<file path="config.mk">
export PLATFORM = sky130hd
export DESIGN_NAME = decodeStage
export DESIGN_NICKNAME = d
export VERILOG_FILES = /design/src/cpuPkg.sv /design/src/controlDecoder.sv /design/src/registerFile.sv /design/src/hazardUnit.sv /design/src/idExRegister.sv /design/src/decodeStage.sv
export SDC_FILE = /design/constraint.sdc
export NUM_CORES = 2
export LEC_CHECK = 0
export ABC_AREA = 0
export BUFFER_PORTS_ARGS = -buffer_cell sky130_fd_sc_hd__buf_2
export CORE_MARGIN = 5
export CORE_UTILIZATION = 40
export CTS_BUF_LIST = sky130_fd_sc_hd__clkbuf_8 sky130_fd_sc_hd__clkbuf_16
export DETAILED_ROUTE_END_ITERATION = 10
export PLACE_DENSITY_LB_ADDON = 0.05
export SLEW_MARGIN = 0
export SYNTH_ARGS = -nofsm -noshare
export SYNTH_HDL_FRONTEND = slang
export SYNTH_SLANG_ARGS = --single-unit
</file>
<file path="constraint.sdc">
create_clock -name clk -period 3.6 [get_ports clk]
set_clock_uncertainty 0.2 [all_clocks]
set_input_delay 0.9 -clock clk [delete_from_list [all_inputs] [get_ports clk]]
set_output_delay 0.9 -clock clk [all_outputs]
set_load 0.01 [all_outputs]
</file>
<file path="src/cpuPkg.sv">
package cpuPkg;

  typedef logic [31:0] instrT;
  typedef logic [31:0] wordT;
  typedef logic [4:0]  regAddrT;
  typedef logic [5:0]  opcodeT;

  // Arithmetic group
  localparam opcodeT opAdd      = 6'h00;
  localparam opcodeT opSub      = 6'h01;
  localparam opcodeT opMul      = 6'h02;

  // Memory group
  localparam opcodeT opLdb      = 6'h10;
  localparam opcodeT opLdw      = 6'h11;
  localparam opcodeT opStb      = 6'h12;
  localparam opcodeT opStw      = 6'h13;

  // System group
  localparam opcodeT opMovRm1   = 6'h20;
  localparam opcodeT opTlbWrite = 6'h21;
  localparam opcodeT opIret     = 6'h22;

  // Control flow group
  localparam opcodeT opBeq      = 6'h30;
  localparam opcodeT opJump     = 6'h31;

  localparam int ctrlWidth   = 12;
  localparam int bitRegDst   = 0;
  localparam int bitBranch   = 1;
  localparam int bitMemRead  = 2;
  localparam int bitMemToReg = 3;
  localparam int bitMemWrite = 4;
  localparam int bitAluSrc   = 5;
  localparam int bitRegWrite = 6;
  localparam int bitJump     = 7;
  localparam int bitWord     = 8;
  localparam int bitTlbWrite = 9;
  localparam int bitIret     = 10;
  localparam int bitIgnoreOp2 = 11;

  function automatic opcodeT opcodeOf(instrT instr);
    return instr[31:26];
  endfunction

  function automatic regAddrT rsOf(instrT instr);
    return instr[25:21];
  endfunction

  function automatic regAddrT rtOf(instrT instr);
    return instr[20:16];
  endfunction

  function automatic regAddrT rdOf(instrT instr);
    return instr[15:11];
  endfunction

  function automatic wordT signExtImm(instrT instr);
    return {{16{instr[15]}}, instr[15:0]};
  endfunction

endpackage

</file>
<file path="src/controlDecoder.sv">
`timescale 1ns/1ps

module controlDecoder import cpuPkg::*; (
  input  opcodeT opcode,
  input  logic   flushCtrlBits,
  output logic   regDst,
  output logic   branch,
  output logic   memRead,
  output logic   memToReg,
  output logic   memWrite,
  output logic   aluSrc,
  output logic   regWrite,
  output logic   jump,
  output logic   word,
  output logic   tlbWrite,
  output logic   iret,
  output logic   ignoreOp2
);

  logic [ctrlWidth-1:0] ctrl;

  always_comb begin
    ctrl = '0;
    if (!flushCtrlBits) begin // Bubble keeps everything low
      case (opcode)
        opAdd,
        opSub,
        opMul: begin
          ctrl[bitRegDst]   = 1'b1;
          ctrl[bitRegWrite] = 1'b1;
        end
        opMovRm1: begin
          ctrl[bitRegDst]    = 1'b1;
          ctrl[bitRegWrite]  = 1'b1;
          ctrl[bitIgnoreOp2] = 1'b1; // Second operand forced to -1 in execute
        end
        opLdb: begin
          ctrl[bitMemRead]  = 1'b1;
          ctrl[bitMemToReg] = 1'b1;
          ctrl[bitAluSrc]   = 1'b1;
          ctrl[bitRegWrite] = 1'b1;
        end
        opLdw: begin
          ctrl[bitMemRead]  = 1'b1;
          ctrl[bitMemToReg] = 1'b1;
          ctrl[bitAluSrc]   = 1'b1;
          ctrl[bitRegWrite] = 1'b1;
          ctrl[bitWord]     = 1'b1;
        end
        opStb: begin
          ctrl[bitMemWrite] = 1'b1;
          ctrl[bitAluSrc]   = 1'b1;
        end
        opStw: begin
          ctrl[bitMemWrite] = 1'b1;
          ctrl[bitAluSrc]   = 1'b1;
          ctrl[bitWord]     = 1'b1;
        end
        opTlbWrite: begin
          ctrl[bitTlbWrite] = 1'b1;
        end
        opIret: begin
          ctrl[bitIret] = 1'b1;
        end
        opBeq: begin
          ctrl[bitBranch] = 1'b1;
        end
        opJump: begin
          ctrl[bitJump] = 1'b1;
        end
        default: begin
          ctrl = '0; // Unknown opcode acts as a nop
        end
      endcase
    end
  end

  assign regDst    = ctrl[bitRegDst];
  assign branch    = ctrl[bitBranch];
  assign memRead   = ctrl[bitMemRead];
  assign memToReg  = ctrl[bitMemToReg];
  assign memWrite  = ctrl[bitMemWrite];
  assign aluSrc    = ctrl[bitAluSrc];
  assign regWrite  = ctrl[bitRegWrite];
  assign jump      = ctrl[bitJump];
  assign word      = ctrl[bitWord];
  assign tlbWrite  = ctrl[bitTlbWrite];
  assign iret      = ctrl[bitIret];
  assign ignoreOp2 = ctrl[bitIgnoreOp2];

endmodule

</file>
<file path="src/registerFile.sv">
`timescale 1ns/1ps

module registerFile import cpuPkg::*; #(
  parameter int regCount = 32
) (
  input  logic    clk,
  input  logic    reset,
  input  regAddrT readAddr1,
  input  regAddrT readAddr2,
  input  logic    writeEnable,
  input  regAddrT writeAddr,
  input  wordT    writeData,
  output wordT    readData1,
  output wordT    readData2
);

  localparam int idxWidth = $clog2(regCount);

  wordT regs [regCount];

  // Register 0 and unimplemented indices are not backed by storage
  function automatic logic usable(regAddrT addr);
    return (addr != '0) && (int'(addr) < regCount);
  endfunction

  function automatic wordT readPort(regAddrT addr);
    wordT data;
    data = '0;
    if (usable(addr)) begin
      if (writeEnable && writeAddr == addr) begin
        data = writeData; // Write-through from write-back
      end else begin
        data = regs[addr[idxWidth-1:0]];
      end
    end
    return data;
  endfunction

  always_ff @(posedge clk) begin
    if (reset) begin
      for (int i = 0; i < regCount; i++) begin
        regs[i] <= '0;
      end
    end else if (writeEnable && usable(writeAddr)) begin
      regs[writeAddr[idxWidth-1:0]] <= writeData;
    end
  end

  always_comb begin
    readData1 = readPort(readAddr1);
    readData2 = readPort(readAddr2);
  end

endmodule

</file>
<file path="src/hazardUnit.sv">
`timescale 1ns/1ps

module hazardUnit import cpuPkg::*; (
  input  regAddrT rs,
  input  regAddrT rt,
  input  logic    exMemRead,
  input  regAddrT exRt,
  input  logic    flush,
  output logic    stall,
  output logic    flushCtrlBits
);

  logic loadInEx;
  logic rsMatch;
  logic rtMatch;

  // Load in execute writing a real register
  assign loadInEx = exMemRead && (exRt != '0);

  assign rsMatch = (exRt == rs);
  assign rtMatch = (exRt == rt);

  // Dependent instruction must wait one cycle for the load data
  assign stall = loadInEx && (rsMatch || rtMatch);

  // Decoder sees a single kill condition
  assign flushCtrlBits = stall || flush;

endmodule

</file>
<file path="src/idExRegister.sv">
`timescale 1ns/1ps

module idExRegister import cpuPkg::*; (
  input  logic    clk,
  input  logic    reset,
  input  logic    regDst,
  input  logic    branch,
  input  logic    memRead,
  input  logic    memToReg,
  input  logic    memWrite,
  input  logic    aluSrc,
  input  logic    regWrite,
  input  logic    jump,
  input  logic    word,
  input  logic    tlbWrite,
  input  logic    iret,
  input  logic    ignoreOp2,
  input  wordT    readData1,
  input  wordT    readData2,
  input  instrT   instruction,
  input  wordT    pcPlus4,
  output logic    exRegDst,
  output logic    exBranch,
  output logic    exMemRead,
  output logic    exMemToReg,
  output logic    exMemWrite,
  output logic    exAluSrc,
  output logic    exRegWrite,
  output logic    exJump,
  output logic    exWord,
  output logic    exTlbWrite,
  output logic    exIret,
  output logic    exIgnoreOp2,
  output wordT    exReadData1,
  output wordT    exReadData2,
  output wordT    exImmediate,
  output regAddrT exRs,
  output regAddrT exRt,
  output regAddrT exRd,
  output wordT    exPcPlus4
);

  logic [ctrlWidth-1:0] ctrlIn;
  logic [ctrlWidth-1:0] ctrlQ;

  // Bubbles arrive here already zeroed by the decoder
  assign ctrlIn = {ignoreOp2, iret, tlbWrite, word, jump, regWrite,
                   aluSrc, memWrite, memToReg, memRead, branch, regDst};

  always_ff @(posedge clk) begin
    if (reset) begin
      ctrlQ       <= '0;
      exReadData1 <= '0;
      exReadData2 <= '0;
      exImmediate <= '0;
      exRs        <= '0;
      exRt        <= '0;
      exRd        <= '0;
      exPcPlus4   <= '0;
    end else begin
      ctrlQ       <= ctrlIn;
      exReadData1 <= readData1;
      exReadData2 <= readData2;
      exImmediate <= signExtImm(instruction);
      exRs        <= rsOf(instruction);
      exRt        <= rtOf(instruction); // Also the load destination for hazards
      exRd        <= rdOf(instruction);
      exPcPlus4   <= pcPlus4;
    end
  end

  assign {exIgnoreOp2, exIret, exTlbWrite, exWord, exJump, exRegWrite,
          exAluSrc, exMemWrite, exMemToReg, exMemRead, exBranch, exRegDst} = ctrlQ;

endmodule

</file>
<file path="src/decodeStage.sv">
`timescale 1ns/1ps

module decodeStage import cpuPkg::*; #(
  parameter int regCount = 32
) (
  input  logic    clk,
  input  logic    reset,
  input  instrT   instruction,
  input  wordT    pcPlus4,
  input  logic    wbWrite,
  input  regAddrT wbAddr,
  input  wordT    wbData,
  input  logic    flush,
  output logic    stall,
  output logic    exRegDst,
  output logic    exBranch,
  output logic    exMemRead,
  output logic    exMemToReg,
  output logic    exMemWrite,
  output logic    exAluSrc,
  output logic    exRegWrite,
  output logic    exJump,
  output logic    exWord,
  output logic    exTlbWrite,
  output logic    exIret,
  output logic    exIgnoreOp2,
  output wordT    exReadData1,
  output wordT    exReadData2,
  output wordT    exImmediate,
  output regAddrT exRs,
  output regAddrT exRt,
  output regAddrT exRd,
  output wordT    exPcPlus4
);

  opcodeT  opcode;
  regAddrT rs;
  regAddrT rt;
  logic    flushCtrlBits;
  wordT    readData1;
  wordT    readData2;
  logic    regDst, branch, memRead, memToReg, memWrite, aluSrc;
  logic    regWrite, jump, word, tlbWrite, iret, ignoreOp2;

  assign opcode = opcodeOf(instruction);
  assign rs     = rsOf(instruction);
  assign rt     = rtOf(instruction);

  controlDecoder u_controlDecoder (
    .opcode(opcode), .flushCtrlBits(flushCtrlBits),
    .regDst(regDst), .branch(branch), .memRead(memRead), .memToReg(memToReg),
    .memWrite(memWrite), .aluSrc(aluSrc), .regWrite(regWrite), .jump(jump),
    .word(word), .tlbWrite(tlbWrite), .iret(iret), .ignoreOp2(ignoreOp2)
  );

  registerFile #(.regCount(regCount)) u_registerFile (
    .clk(clk), .reset(reset), .readAddr1(rs), .readAddr2(rt),
    .writeEnable(wbWrite), .writeAddr(wbAddr), .writeData(wbData),
    .readData1(readData1), .readData2(readData2)
  );

  hazardUnit u_hazardUnit (
    .rs(rs), .rt(rt), .exMemRead(exMemRead), .exRt(exRt), // Fed back from ID/EX
    .flush(flush), .stall(stall), .flushCtrlBits(flushCtrlBits)
  );

  idExRegister u_idExRegister (
    .clk(clk), .reset(reset),
    .regDst(regDst), .branch(branch), .memRead(memRead), .memToReg(memToReg),
    .memWrite(memWrite), .aluSrc(aluSrc), .regWrite(regWrite), .jump(jump),
    .word(word), .tlbWrite(tlbWrite), .iret(iret), .ignoreOp2(ignoreOp2),
    .readData1(readData1), .readData2(readData2),
    .instruction(instruction), .pcPlus4(pcPlus4),
    .exRegDst(exRegDst), .exBranch(exBranch), .exMemRead(exMemRead),
    .exMemToReg(exMemToReg), .exMemWrite(exMemWrite), .exAluSrc(exAluSrc),
    .exRegWrite(exRegWrite), .exJump(exJump), .exWord(exWord),
    .exTlbWrite(exTlbWrite), .exIret(exIret), .exIgnoreOp2(exIgnoreOp2),
    .exReadData1(exReadData1), .exReadData2(exReadData2),
    .exImmediate(exImmediate), .exRs(exRs), .exRt(exRt), .exRd(exRd),
    .exPcPlus4(exPcPlus4)
  );

endmodule

</file>
==> flow_metrics.env <==
export IMPL_gp_congestion=0.8261
export IMPL_worst_ep_arrival_time_ns=2.42
export IMPL_rows=140
export IMPL_relSlewSlack_pct=32.21
export IMPL_yosysMostFrequentCell="edfxtp_1"
export IMPL_yosysTopAreaCell="edfxtp_1"
export IMPL_ir_worst_vdd_mv=0.4071
export IMPL_worstPathRequired_ns=2.50
export IMPL_avgRoutedWirePerCell_um=35.82
export IMPL_hold_buffers=0
export IMPL_worst_r2r_path_depth=8
export IMPL_routed_wl_mm=228.2
export IMPL_slowest_delay_ns=0.58
export IMPL_start_util_pct=40.30
export IMPL_cap_violations=0
export IMPL_yosys_warnings=0
export IMPL_io_pins=261
export IMPL_setup_ws_ns=0.07893
export IMPL_reg2reg_from="u_idExRegister.exRt[0]$_SDFF_PP0_"
export IMPL_htreeDepth=4
export IMPL_finalSetupViolations=0
export IMPL_grt_overflow=0
export IMPL_area_delta_synth_final_pct=16.79
export IMPL_worstSetupPathType="reg2out"
export IMPL_rsz0062_at_grt="false"
export IMPL_crit_family="flip-flops"
export IMPL_crit_buf_inv=3
export IMPL_min_to="u_idExRegister.exPcPlus4[23]$_SDFF_PP0_"
export IMPL_yosysSeqAreaShare_pct=56.88
export IMPL_cts_buffers=140
export IMPL_p_leak_nw=25.26
export IMPL_powerDensity_nw_per_um2=492.0
export IMPL_cts_root_buffer="clkbuf_16"
export IMPL_drt_initial_drc_count=4446
export IMPL_timing_hold_worst_path_depth=2
export IMPL_synth_edf_count=1024
export IMPL_synth_cell_types=56
export IMPL_finalNonFillerCells=6369
export IMPL_critPathMaxFanout=4
export IMPL_grt_pass1_vias=38830
export IMPL_fin_crit_sh_pct=97.81
export IMPL_ys_seq_elements=1157
export IMPL_period_needed_ns=3.521
export IMPL_final_util_pct=47.07
export IMPL_drv_slew=0
export IMPL_cts_num_sinks=1157
export IMPL_dieHeight_um=393.2
export IMPL_whs_ns=0.1447
export IMPL_synth_ff_type="edfxtp_1"
export IMPL_min_path_type="in2reg"
export IMPL_grt_max_degree=69
export IMPL_clockBufferDepth=3
export IMPL_avgSynthCellArea_um2=14.46
export IMPL_dieArea_um2=154600
export IMPL_worst_pin_slew_ns=1.017
export IMPL_clock_latency_ns=0.77
export IMPL_vias_per_cell=6.066
export IMPL_pre_cts_ws_ns=0.1641
export IMPL_dpl_cell_area_um2=64090
export IMPL_drive_gt1_share_pct=27.84
export IMPL_dp_cells=6107
export IMPL_totalNegativeSetupSlack_ns=0
export IMPL_worstHoldStart="pcPlus4[23]"
export IMPL_cpMostUsedCell="buf_4"
export IMPL_worstPathCellList="xor2_2 -> buf_4 -> nor3_1 -> a22oi_1 -> buf_4 -> nor2_1 -> buf_2"
export IMPL_dr_total_vias=38640
export IMPL_fin_nets=4437
export IMPL_hpwl_mm=142.1
export IMPL_die_w_um=393.2
export IMPL_synth_top_area_share_pct=52.35
export IMPL_critPathSlowestCell="dfxtp_2"
export IMPL_dr_pass1_iters=6
export IMPL_outcome="finished, final reports clean"
export IMPL_synth_area_top_cells="edfxtp_1, mux4_2, and2_1, mux2i_1, dfxtp_1"
export IMPL_r2r_slack_ns=1.26
export IMPL_cts_tree="built"
export IMPL_rr_endpoint="u_idExRegister.ctrlQ[8]$_SDFF_PP0_"
export IMPL_numPortBuffers=260
export IMPL_synth_common_cells="edfxtp_1, and2_1, mux4_2"
export IMPL_grt_usage_pct=29.32
export IMPL_grt_pass1_wl_mm=314.7
export IMPL_power_mw=33.75
export IMPL_clk_pin_slew_worst_paths_ns=0.06
export IMPL_stdcell_area_um2=68600
export IMPL_core_um2=145700
export IMPL_clock_fmax_mhz=284.0
export IMPL_end_kind="output port"
export IMPL_drcViolationCount=0
export IMPL_syn_inst=4061
export IMPL_syn_area_um2=58740
export IMPL_hold_viol=0
export IMPL_async_reset_ff_share_pct=0
export IMPL_antenna_found_initial=24
export IMPL_final_antenna_net_count=0
export IMPL_worstSetupStartpointType="flop"
## how the worst max path moves through the flow
| stage | end | slack, ns | cells after the start | start |
|---|---|---|---|---|
| floorplan | u_registerFile.regs[28][0]$_SDFFCE_PN0P_ | 0.40 | 7 | wbAddr[3] |
| global placement | u_registerFile.regs[12][18]$_SDFFCE_PN0P_ | 0.12 | 8 | wbWrite |
| detailed placement | u_registerFile.regs[12][11]$_SDFFCE_PN0P_ | 0.16 | 8 | wbWrite |
| CTS | stall | 0.08 | 7 | u_idExRegister.exRt[0]$_SDFF_PP0_ |
| global route | stall | 0.06 | 7 | u_idExRegister.exRt[0]$_SDFF_PP0_ |
| finish | stall | 0.08 | 7 | u_idExRegister.exRt[0]$_SDFF_PP0_ |
## state kept, by name (all words and copies together) (netlist names)
signal and cells:
u_idExRegister.exReadData2 32, u_idExRegister.exReadData1 32, u_registerFile.regs 1024, u_idExRegister.exImmediate 12
u_idExRegister.exRs 5, u_idExRegister.ctrlQ 11, u_idExRegister.exPcPlus4 32, u_idExRegister.exRt 5
u_idExRegister.exRd 4
## final cells by class
class	instances	area, um2
Fill cell	12720	77140
Sequential cell	1157	33410
Multi-Input combinational cell	2483	23790
Timing Repair Buffer	547	4486
Clock buffer	157	3839
Tap cell	1917	2399
Clock inverter	100	655.6
Antenna cell	5	12.51
Inverter	3	11.26
## metal layers
metal  vias up  share of wire [%]  global-route usage [%]
li1      16020                  -                       -
met2      1923                 46                   46.84
met4         6                3.6                   9.857
met3       376                7.7                   4.664
met5         -              0.017                       0
met1     20310                 42                   41.13
## cell usage in the layout, fill, tap and decap left out, types with 7 or more instances in the layout
| master | Yosys | routed |
|---|---|---|
| nor3_1 | 8 | 7 |
| a221o_1 | 13 | 13 |
| dfxtp_1 | 133 | 132 |
| buf_4 | 39 | 212 |
| nor2_1 | 39 | 7 |
| buf_12 | 0 | 77 |
| o221ai_1 | 18 | 18 |
| mux2i_1 | 287 | 287 |
| o22ai_1 | 31 | 31 |
| edfxtp_1 | 1024 | 1024 |
| or2_2 | 26 | 32 |
| clkbuf_8 | 0 | 9 |
| nor2b_1 | 93 | 90 |
| clkinv_1 | 0 | 26 |
| nand3b_1 | 7 | 7 |
| clkinv_2 | 0 | 21 |
| bufinv_16 | 0 | 8 |
| a211o_1 | 32 | 32 |
| nand2_1 | 71 | 71 |
| buf_2 | 95 | 251 |
| clkbuf_16 | 0 | 149 |
| xnor2_1 | 8 | 8 |
| mux4_2 | 385 | 385 |
| o21bai_1 | 32 | 32 |
| xor2_1 | 12 | 11 |
| a32o_1 | 32 | 32 |
| a21oi_1 | 37 | 37 |
| mux2_2 | 31 | 31 |
| o22a_1 | 14 | 14 |
| a211oi_1 | 95 | 95 |
| nand4_1 | 14 | 14 |
| conb_1 | 1 | 32 |
| a221oi_1 | 64 | 64 |
| a22oi_1 | 64 | 64 |
| inv_1 | 3 | 41 |
| and2_1 | 992 | 992 |
| nor2_4 | 0 | 33 |
## cell families after synthesis
logic type / synth area share, %
fa+ha+maj: 0.03408
mux: 20.25
xor+xnor: 0.2982
other cells: 0.006384
simple gates: 13.28
flops: 56.88
buf+inv: 3.366
compound gates: 5.888
## report_power, final
| part | total (mW) | switching [mW] | internal, mW |
|---|---|---|---|
| clock network | 14.0 | 5.80 | 8.17 |
| logic | 3.96 | 2.29 | 1.66 |
| registers | 15.8 | 0.452 | 15.4 |
| total | 33.8 | 8.55 | 25.2 |
## repair_timing
action	CTS	global route
setup endpoints to repair	1	0
setup buffers	0	0
gates resized for setup	2	0
(Power assumes the default switching activity.)
